==> config.mk <==
export PLATFORM = sky130hd
export DESIGN_NAME = id_stage
export DESIGN_NICKNAME = d
export VERILOG_FILES = /design/src/pip_types_pkg.sv /design/src/inst_decoder.sv /design/src/hazard_unit.sv /design/src/reg_file.sv /design/src/id_ex_reg.sv /design/src/id_stage.sv
export SDC_FILE = /design/constraint.sdc
export NUM_CORES = 2
export LEC_CHECK = 0
export BUFFER_PORTS_ARGS = -buffer_cell sky130_fd_sc_hd__buf_2
export CORE_MARGIN = 4
export CORE_UTILIZATION = 45
export DETAILED_ROUTE_END_ITERATION = 12
export SLEW_MARGIN = 20
export SYNTH_ARGS = -nofsm -noshare
export SYNTH_HDL_FRONTEND = slang
export SYNTH_SLANG_ARGS = --single-unit
==> constraint.sdc <==
create_clock -name clock -period 4.8 [get_ports clock]
set_input_delay 0.24 -clock clock [delete_from_list [all_inputs] [get_ports clock]]
set_output_delay 0.24 -clock clock [all_outputs]
set_load 0.03 [all_outputs]
==> src/pip_types_pkg.sv <==
`default_nettype none

package pip_types_pkg;

  typedef enum logic [1:0] {
    FWD_NONE            = 2'd0,
    FWD_FROM_EXMEM      = 2'd1,
    FWD_FROM_MEMWB      = 2'd2,
    FWD_FROM_MEMWB_LATE = 2'd3  // b is only needed in mem
  } fwd_t;

  typedef enum logic [3:0] {
    OP_PASS_A = 4'd0,
    OP_ADD    = 4'd1,
    OP_SUB    = 4'd2,
    OP_AND    = 4'd3,
    OP_OR     = 4'd4,
    OP_XOR    = 4'd5,
    OP_NOR    = 4'd6,
    OP_SLL    = 4'd7,
    OP_SRL    = 4'd8,
    OP_SRA    = 4'd9,
    OP_LUI    = 4'd10
  } alu_op_t;

  typedef enum logic {
    RES_ALU = 1'b0,
    RES_SET = 1'b1  // slt style result
  } alu_res_t;

  typedef enum logic [1:0] {
    OP_LS_BYTE     = 2'd0,
    OP_LS_HALFWORD = 2'd1,
    OP_LS_WORD     = 2'd2
  } ls_op_t;

  typedef enum logic [2:0] {
    COND_UNCONDITIONAL = 3'd0,
    COND_EQ            = 3'd1,
    COND_NE            = 3'd2,
    COND_LE            = 3'd3,
    COND_GT            = 3'd4
  } cond_t;

  typedef struct packed {
    logic [5:0] opc;
    logic [4:0] rs;
    logic [4:0] rt;
    logic [4:0] rd;
    logic [4:0] shamt;
    logic [5:0] funct;
  } r_fmt_t;

  typedef struct packed {
    logic [5:0]  opc;
    logic [4:0]  rs;
    logic [4:0]  rt;
    logic [15:0] imm16;
  } i_fmt_t;

  typedef struct packed {
    logic [5:0]  opc;
    logic [25:0] addr26;
  } j_fmt_t;

  // one instruction word, three views
  typedef union packed {
    r_fmt_t r_fmt;
    i_fmt_t i_fmt;
    j_fmt_t j_fmt;
  } inst_word_t;

  typedef struct packed {
    logic [4:0]  a_reg;
    logic        a_reg_valid;
    logic [4:0]  b_reg;
    logic        b_reg_valid;
    logic        b_need_late;
    logic [4:0]  dest_reg;
    logic        dest_reg_valid;
    logic [31:0] imm;  // already extended
    logic        imm_valid;
    logic [4:0]  shamt;
    alu_op_t     alu_op;
    alu_res_t    alu_res_sel;
    logic        alu_set_u;
    ls_op_t      ls_op;
    logic        ls_sext;
    cond_t       jmp_cond;
    logic        alu_inst;
    logic        load_inst;
    logic        store_inst;
    logic        jmp_inst;
    logic        illegal_inst;
  } decode_t;

  typedef struct packed {
    fwd_t a_fwd;
    fwd_t b_fwd;
  } fwd_sel_t;

  typedef struct packed {
    logic [4:0] reg_num;
    logic       valid;
  } dest_t;

  typedef struct packed {
    logic [31:0] pc;
    logic [31:0] a_data;
    logic [31:0] b_data;
    logic [4:0]  a_reg;
    logic [4:0]  b_reg;
    logic        b_need_late;
    logic [4:0]  dest_reg;
    logic        dest_reg_valid;
    logic [31:0] imm;
    logic        imm_valid;
    logic [4:0]  shamt;
    alu_op_t     alu_op;
    alu_res_t    alu_res_sel;
    logic        alu_set_u;
    ls_op_t      ls_op;
    logic        ls_sext;
    cond_t       jmp_cond;
    logic        alu_inst;
    logic        load_inst;
    logic        store_inst;
    logic        jmp_inst;
    fwd_sel_t    fwd;
  } id_ex_t;

endpackage

`default_nettype wire

==> src/inst_decoder.sv <==
`default_nettype none

module inst_decoder import pip_types_pkg::*; (
  input  inst_word_t inst,
  output decode_t    dec
);

  logic imm_sext;
  logic i_format;

  always_comb begin
    dec                = '0;
    dec.a_reg          = inst.r_fmt.rs;
    dec.b_reg          = inst.r_fmt.rt;
    dec.dest_reg       = inst.r_fmt.rt;
    dec.dest_reg_valid = 1'b1;
    dec.alu_op         = OP_PASS_A;
    dec.alu_res_sel    = RES_ALU;
    dec.ls_op          = OP_LS_WORD;
    dec.jmp_cond       = COND_UNCONDITIONAL;
    imm_sext           = 1'b0;
    i_format           = 1'b1;

    case (inst.j_fmt.opc)
      6'h00: begin
        i_format        = 1'b0;
        dec.dest_reg    = inst.r_fmt.rd;
        dec.shamt       = inst.r_fmt.shamt;
        dec.alu_inst    = 1'b1;  // most functs are alu ops on rs, rt
        dec.a_reg_valid = 1'b1;
        dec.b_reg_valid = 1'b1;
        case (inst.r_fmt.funct)
          6'd0: begin  // sll
            dec.alu_op      = OP_SLL;
            dec.a_reg_valid = 1'b0;
          end
          6'd2: begin  // srl
            dec.alu_op      = OP_SRL;
            dec.a_reg_valid = 1'b0;
          end
          6'd3: begin  // sra
            dec.alu_op      = OP_SRA;
            dec.a_reg_valid = 1'b0;
          end
          6'd4: dec.alu_op = OP_SLL;  // sllv
          6'd6: dec.alu_op = OP_SRL;  // srlv
          6'd7: dec.alu_op = OP_SRA;  // srav
          6'd8: begin  // jr
            dec.alu_inst       = 1'b0;
            dec.jmp_inst       = 1'b1;
            dec.b_reg_valid    = 1'b0;
            dec.dest_reg_valid = 1'b0;
          end
          6'd9: begin  // jalr links into rd
            dec.alu_inst    = 1'b0;
            dec.jmp_inst    = 1'b1;
            dec.b_reg_valid = 1'b0;
          end
          6'd32, 6'd33: dec.alu_op = OP_ADD;
          6'd34, 6'd35: dec.alu_op = OP_SUB;
          6'd36: dec.alu_op = OP_AND;
          6'd37: dec.alu_op = OP_OR;
          6'd38: dec.alu_op = OP_XOR;
          6'd39: dec.alu_op = OP_NOR;
          6'd42, 6'd43: begin  // slt, sltu
            dec.alu_op      = OP_SUB;
            dec.alu_res_sel = RES_SET;
            dec.alu_set_u   = inst.r_fmt.funct[0];
          end
          default: begin
            dec.alu_inst       = 1'b0;
            dec.a_reg_valid    = 1'b0;
            dec.b_reg_valid    = 1'b0;
            dec.dest_reg_valid = 1'b0;
            dec.illegal_inst   = 1'b1;
          end
        endcase
      end
      6'h02: begin  // j
        i_format           = 1'b0;
        dec.jmp_inst       = 1'b1;
        dec.dest_reg_valid = 1'b0;
      end
      6'h03: begin  // jal
        i_format     = 1'b0;
        dec.jmp_inst = 1'b1;
        dec.dest_reg = 5'd31;
      end
      6'h04, 6'h05, 6'h06, 6'h07: begin  // beq, bne, blez, bgtz
        imm_sext           = 1'b1;
        dec.jmp_inst       = 1'b1;
        dec.dest_reg_valid = 1'b0;
        case (inst.i_fmt.opc[1:0])
          2'd0: dec.jmp_cond = COND_EQ;
          2'd1: dec.jmp_cond = COND_NE;
          2'd2: dec.jmp_cond = COND_LE;
          default: dec.jmp_cond = COND_GT;
        endcase
      end
      6'h08, 6'h09: begin  // addi, addiu
        imm_sext        = 1'b1;
        dec.alu_inst    = 1'b1;
        dec.alu_op      = OP_ADD;
        dec.a_reg_valid = 1'b1;
      end
      6'h0a, 6'h0b: begin  // slti, sltiu
        imm_sext        = 1'b1;
        dec.alu_inst    = 1'b1;
        dec.alu_op      = OP_SUB;
        dec.alu_res_sel = RES_SET;
        dec.alu_set_u   = inst.i_fmt.opc[0];
        dec.a_reg_valid = 1'b1;
      end
      6'h0c, 6'h0d, 6'h0e: begin  // andi, ori, xori
        dec.alu_inst    = 1'b1;
        dec.a_reg_valid = 1'b1;
        case (inst.i_fmt.opc[1:0])
          2'd0: dec.alu_op = OP_AND;
          2'd1: dec.alu_op = OP_OR;
          default: dec.alu_op = OP_XOR;
        endcase
      end
      6'h0f: begin  // lui
        dec.alu_inst = 1'b1;
        dec.alu_op   = OP_LUI;
      end
      6'h20, 6'h21, 6'h23, 6'h24, 6'h25: begin  // lb lh lw lbu lhu
        imm_sext        = 1'b1;
        dec.alu_op      = OP_ADD;
        dec.load_inst   = 1'b1;
        dec.a_reg_valid = 1'b1;
        dec.ls_sext     = (inst.i_fmt.opc[2:0] == 3'd0) || (inst.i_fmt.opc[2:0] == 3'd1);
        case (inst.i_fmt.opc[1:0])
          2'd0: dec.ls_op = OP_LS_BYTE;
          2'd1: dec.ls_op = OP_LS_HALFWORD;
          default: dec.ls_op = OP_LS_WORD;
        endcase
      end
      6'h28, 6'h29, 6'h2b: begin  // sb sh sw
        imm_sext           = 1'b1;
        dec.alu_op         = OP_ADD;
        dec.store_inst     = 1'b1;
        dec.a_reg_valid    = 1'b1;
        dec.b_reg_valid    = 1'b1;
        dec.b_need_late    = 1'b1;  // store data used in mem only
        dec.dest_reg_valid = 1'b0;
        case (inst.i_fmt.opc[1:0])
          2'd0: dec.ls_op = OP_LS_BYTE;
          2'd1: dec.ls_op = OP_LS_HALFWORD;
          default: dec.ls_op = OP_LS_WORD;
        endcase
      end
      default: begin
        dec.dest_reg_valid = 1'b0;
        dec.illegal_inst   = 1'b1;
      end
    endcase

    dec.imm       = imm_sext ? {{16{inst.i_fmt.imm16[15]}}, inst.i_fmt.imm16}
                             : {16'd0, inst.i_fmt.imm16};
    dec.imm_valid = i_format;
  end

endmodule

`default_nettype wire

==> src/hazard_unit.sv <==
`default_nettype none

module hazard_unit import pip_types_pkg::*; (
  input  decode_t  dec,
  input  dest_t    id_ex_dest,
  input  logic     id_ex_load,
  input  dest_t    ex_mem_dest,
  output fwd_sel_t fwd,
  output logic     stall
);

  logic a_match_id_ex;
  logic b_match_id_ex;
  logic a_match_ex_mem;
  logic b_match_ex_mem;

  assign a_match_id_ex  = dec.a_reg_valid && id_ex_dest.valid &&
                          (dec.a_reg == id_ex_dest.reg_num);
  assign b_match_id_ex  = dec.b_reg_valid && id_ex_dest.valid &&
                          (dec.b_reg == id_ex_dest.reg_num);
  assign a_match_ex_mem = dec.a_reg_valid && ex_mem_dest.valid &&
                          (dec.a_reg == ex_mem_dest.reg_num);
  assign b_match_ex_mem = dec.b_reg_valid && ex_mem_dest.valid &&
                          (dec.b_reg == ex_mem_dest.reg_num);

  // younger producer in id/ex takes priority
  always_comb begin
    if (a_match_id_ex)
      fwd.a_fwd = FWD_FROM_EXMEM;
    else if (a_match_ex_mem)
      fwd.a_fwd = FWD_FROM_MEMWB;
    else
      fwd.a_fwd = FWD_NONE;

    if (b_match_id_ex)
      fwd.b_fwd = id_ex_load ? FWD_FROM_MEMWB_LATE : FWD_FROM_EXMEM;
    else if (b_match_ex_mem)
      fwd.b_fwd = FWD_FROM_MEMWB;
    else
      fwd.b_fwd = FWD_NONE;
  end

  // load data not ready for ex, unless b is a late store operand
  assign stall = id_ex_load && (a_match_id_ex || (b_match_id_ex && !dec.b_need_late));

endmodule

`default_nettype wire

==> src/reg_file.sv <==
`default_nettype none

module reg_file (
  input  logic        clock,
  input  logic        reset,
  input  logic [4:0]  rd_addr1,
  input  logic [4:0]  rd_addr2,
  output logic [31:0] rd_data1,
  output logic [31:0] rd_data2,
  input  logic        wr_en,
  input  logic [4:0]  wr_addr,
  input  logic [31:0] wr_data
);

  logic [31:0] regs [32];
  logic        wr_active;

  assign wr_active = wr_en && (wr_addr != 5'd0);  // r0 never written

  always_ff @(posedge clock) begin
    if (reset) begin
      for (int i = 0; i < 32; i++)
        regs[i] <= '0;
    end else if (wr_active) begin
      regs[wr_addr] <= wr_data;
    end
  end

  // write-through so a same cycle writeback is seen in decode
  assign rd_data1 = (wr_active && wr_addr == rd_addr1) ? wr_data : regs[rd_addr1];
  assign rd_data2 = (wr_active && wr_addr == rd_addr2) ? wr_data : regs[rd_addr2];

endmodule

`default_nettype wire

==> src/id_ex_reg.sv <==
`default_nettype none

module id_ex_reg import pip_types_pkg::*; (
  input  logic        clock,
  input  logic        reset,
  input  logic [31:0] pc,
  input  decode_t     dec,
  input  logic [31:0] a_data,
  input  logic [31:0] b_data,
  input  fwd_sel_t    fwd,
  input  logic        stall,
  output id_ex_t      id_ex
);

  id_ex_t nxt;

  always_comb begin
    nxt.pc             = pc;
    nxt.a_data         = a_data;
    nxt.b_data         = b_data;
    nxt.a_reg          = dec.a_reg;
    nxt.b_reg          = dec.b_reg;
    nxt.b_need_late    = dec.b_need_late;
    nxt.dest_reg       = dec.dest_reg;
    nxt.imm            = dec.imm;
    nxt.imm_valid      = dec.imm_valid;
    nxt.shamt          = dec.shamt;
    nxt.alu_op         = dec.alu_op;
    nxt.alu_res_sel    = dec.alu_res_sel;
    nxt.alu_set_u      = dec.alu_set_u;
    nxt.ls_op          = dec.ls_op;
    nxt.ls_sext        = dec.ls_sext;
    nxt.jmp_cond       = dec.jmp_cond;
    nxt.fwd            = fwd;
    // bubble keeps the data fields but kills every effect
    nxt.dest_reg_valid = dec.dest_reg_valid && !stall;
    nxt.alu_inst       = dec.alu_inst && !stall;
    nxt.load_inst      = dec.load_inst && !stall;
    nxt.store_inst     = dec.store_inst && !stall;
    nxt.jmp_inst       = dec.jmp_inst && !stall;
  end

  always_ff @(posedge clock) begin
    if (reset)
      id_ex <= '0;  // empty bubble
    else
      id_ex <= nxt;
  end

endmodule

`default_nettype wire

==> src/id_stage.sv <==
`default_nettype none

module id_stage import pip_types_pkg::*; (
  input  logic        clock,
  input  logic        reset,
  input  logic [31:0] pc,
  input  inst_word_t  inst_word,
  input  dest_t       ex_mem_dest,
  input  logic        wb_we,
  input  logic [4:0]  wb_addr,
  input  logic [31:0] wb_data,
  output logic        stall,
  output id_ex_t      id_ex
);

  decode_t     dec;
  fwd_sel_t    fwd;
  dest_t       id_ex_dest;
  logic [31:0] rd_data1;
  logic [31:0] rd_data2;

  // instruction now in ex, fed back for hazard checks
  assign id_ex_dest.reg_num = id_ex.dest_reg;
  assign id_ex_dest.valid   = id_ex.dest_reg_valid;

  inst_decoder u_decoder (
    .inst (inst_word),
    .dec  (dec)
  );

  reg_file u_reg_file (
    .clock    (clock),
    .reset    (reset),
    .rd_addr1 (inst_word.r_fmt.rs),  // raw fields, valid bits gate usage later
    .rd_addr2 (inst_word.r_fmt.rt),
    .rd_data1 (rd_data1),
    .rd_data2 (rd_data2),
    .wr_en    (wb_we),
    .wr_addr  (wb_addr),
    .wr_data  (wb_data)
  );

  hazard_unit u_hazard (
    .dec         (dec),
    .id_ex_dest  (id_ex_dest),
    .id_ex_load  (id_ex.load_inst),
    .ex_mem_dest (ex_mem_dest),
    .fwd         (fwd),
    .stall       (stall)
  );

  id_ex_reg u_id_ex_reg (
    .clock  (clock),
    .reset  (reset),
    .pc     (pc),
    .dec    (dec),
    .a_data (rd_data1),
    .b_data (rd_data2),
    .fwd    (fwd),
    .stall  (stall),
    .id_ex  (id_ex)
  );

endmodule

`default_nettype wire

==> impl_metrics.py <==
metrics = {
    "yosys": {
        "yosys_register_bits": 1180,
        "synth_top_family_by_area": "multiplexers",
        "synthFlopType": "edfxtp_1",
        "ys_warn_count": 0,
        "synth_compound_area_share_pct": 8.114,
        "synth_cell_type_count": 67,
        "synthTopCellsByCount": "edfxtp_1 (1,024), and2_1 (1,000), mux2i_1 (523)",
        "synth_edf_count": 1024,
        "synth_xor_area_share_pct": 0.4303,
        "synth_area_per_cell_um2": 13.11,
        "synthSimpleGateAreaFrac_pct": 14.14,
        "ys_seq_area_share_pct": 55.47,
        "yosys.area_share.adder_pct": 0.1434,
        "synth_area_leader_cell": "edfxtp_1",
        "netlist_instances": 4658,
        "yosysMostFrequentCell": "edfxtp_1",
        "synth_mux_area_share_pct": 18.13,
        "synth_top_area_share_pct": 50.36,
        "ys_top_cells_by_area": "edfxtp_1 (50%), and2_1 (10%), mux4_2 (9.2%), mux2i_1 (8.6%), dfxtp_1 (5.1%)",
        "ys_async_sr_fraction_pct": 0,
        "syn_area_um2": 61060,
    },
    "sta": {
        "slew_headroom_pct": 16.59,
        "fin_ws_ps": 1483,
        "clock.fmax_mhz": 301.4,
        "fin_crit_sh_pct": 69.11,
        "setup_viol": 0,
        "tightestPinTransition_ps": 1251,
        "finalClockSkew_ps": 39.21,
        "fin_tns_setup_ps": 0,
        "fin_crit_ps": 3317,
        "finalMaxSlewViolations": 0,
        "hold_viol_final": 0,
        "rsz0062_at_grt": "no",
    },
    "job": {
        "drv_cap": 0,
    },
    "grt": {
        "grt_max_degree": 98,
        "met2_usage_pct": 49.73,
        "antenna_found_initial": 19,
        "busiest_layer": "met2",
        "grt_pass1_wl_um": 328900,
        "grt_overflow": 0,
        "use_met1_pct": 43.12,
        "use_met3_pct": 8.871,
        "grt_use_total_pct": 32.71,
        "grt_pass1_vias": 43110,
    },
    "worst_setup_path": {
        "start_kind": "input pin",
        "critPathMaxStageDelay_ps": 530,
        "crit_top_cell": "buf_2",
        "worst-path-buf-inv": 4,
        "worstPathArrival_ps": 3080,
        "crit_fanout": 12,
        "critPathCaptureType": "output port",
        "cp_top_family": "compound AO/OA/AOI/OAI gates",
        "required_ps": 4560,
        "crit_chain": "dlygate4sd3_1 > buf_2 > inv_1 > ha_1 > or2_2 > o211ai_1 > o21ai_0 > o211a_1 > a41o_1 > buf_2",
        "crit_type": "input pin to output port",
        "cp_slowest_cell": "dlygate4sd3_1",
    },
    "min_path": {
        "worst_hold_path_type": "input pin to flop",
    },
    "route": {
        "drcViolationCount": 0,
        "routed_wl_um": 236200,
        "num_vias": 44085,
        "final_antenna_net_count": 0,
        "viasPerCell": 6.540,
        "wl_per_cell_um": 35.03,
        "drtIter0Drc": 6243,
        "first_pass_iters": 6,
    },
    "finish": {
        "layout.cells.non_filler": 6741,
        "synthToLayoutAreaGrowth_pct": 13.64,
        "nets": 4970,
        "fill_cells": 11387,
        "largest_reg_flops": 1024,
        "drive_gt1_share_pct": 20.64,
    },
    "placed_design": {
        "dp_hpwl_um": 140400,
        "dpl.cell_count": 6421,
        "dp_slack_ps": 1357,
        "gp_congestion": 0.8895,
        "portBuffers": 281,
    },
    "clocking": {
        "cts_buffers": 134,
        "ctsHtreeMaxLevel": 4,
        "cts_tree": "built",
        "cts_sinks": 1180,
        "cts_buffer_depth": 3,
        "clk_latency_ps": 790,
        "cts-root-buf": "clkbuf_16",
        "clkTransAtPathRegs_ps": 50,
    },
    "power": {
        "power_density_nw_per_um2": 364.7,
        "irDropWorstVdd_mv": 0.2915,
        "p_leak_nw": 25.87,
    },
    "floorplanning": {
        "core.rowCount": 134,
        "die_w_um": 376.4,
        "ios": 282,
        "core_area_um2": 134100,
        "initial_core_util_pct": 45.52,
        "chipHeight_um": 376.4,
        "die_area_um2": 141600,
    },
    "status": {
        "status": "finished clean",
    },
}
[through the flow]
step / hold WS, ps / utilization, % / cell area, um2 / power [W]
floorplan: 318.5 / - / 61180 / 0.01404
global placement: 448.4 / 48.10 / 64520 / 0.01537
detailed placement: 453.3 / 48.13 / 64550 / 0.01541
CTS: 5.769 / 51.70 / 69350 / 0.02526
global route: 47.38 / 51.70 / 69350 / 0.02593
finish: 40.57 / 51.73 / 69390 / 0.02531
[cell families (layout without fill, tap and decap cells)]
| logic type | after synthesis | in the layout |
|---|---|---|
| xor gates and xnor gates | 30 | 30 |
| and+or+nand+nor | 1461 | 1461 |
| adders and majority gates | 7 | 7 |
| DFF | 1180 | 1180 |
| muxes | 791 | 791 |
| buffers and inverters | 505 | 773 |
| other | 1 | 48 |
| AOI/OAI and AO/OA | 683 | 683 |
[repair_timing]
item,CTS,global route
endpoints found under the hold margin,97,0
resized for setup,0,0
hold buffers,64,0
buffers inserted,0,0
[tightest hold or removal path, stage by stage]
cell and delay, ps:
buf_2 120, xor2_1 120, nor4_1 60, nand4b_1 130
a211oi_1 80
[final timing paths]
path                            slack (ps)                                   from  depth (start not counted)                                to
worst min register to register         530        u_id_ex_reg.id_ex[6]$_SDFF_PP0_                          2   u_id_ex_reg.id_ex[1]$_SDFF_PP0_
worst max register to register        2460  u_reg_file.regs[16][16]$_SDFFCE_PN0P_                          5  u_id_ex_reg.id_ex[91]$_SDFF_PP0_
worst max-delay path                  1480                          inst_word[26]                         10                             stall
worst min-delay path                    40                         ex_mem_dest[5]                          5   u_id_ex_reg.id_ex[1]$_SDFF_PP0_
[routing by layer]
layer  vias to the layer above  part of all wire (%)
li1                      17971                     -
met2                      3087                    44
met3                       676                    12
met1                     22347                    38
met5                         -                 0.011
met4                         4                   5.9
[layout make-up]
cell class,count,area (um2),share of cell area (%)
repair buffers,514,3547,5.112
flip-flops and latches,1180,33870,48.81
well taps,1768,2212,3.188
clock inverters,44,314.1,0.4526
diodes,16,40.04,0.05770
multi-input cells,3004,25490,36.73
clock buffers,196,3844,5.539
inverters,19,72.57,0.1046
[cells in the final DEF (no fill, tap or decap), drive strengths merged, types with 16 or more instances in the layout]
master	instances
and2	1000
dfxtp	156
mux4	250
mux2	18
xor2	20
clkinv	39
nand2	85
a221oi	142
nand3	22
nor3	29
edfxtp	1024
or2	69
conb	32
diode	16
a221o	25
o211ai	26
a22oi	63
dlygate4sd3	64
and3	17
nor2b	62
mux2i	523
clkbuf	196
nor2	104
o21ai	86
a31oi	46
inv	22
buf	450
o22ai	23
a21oi	133
nand2b	29
a22o	36
[where the power goes]
group,switching (W),internal [W]
sequential,0.000361,0.0117
clock,0.00430,0.00566
combinational,0.00213,0.00113
No activity file was read; power rests on OpenSTA's default activity.
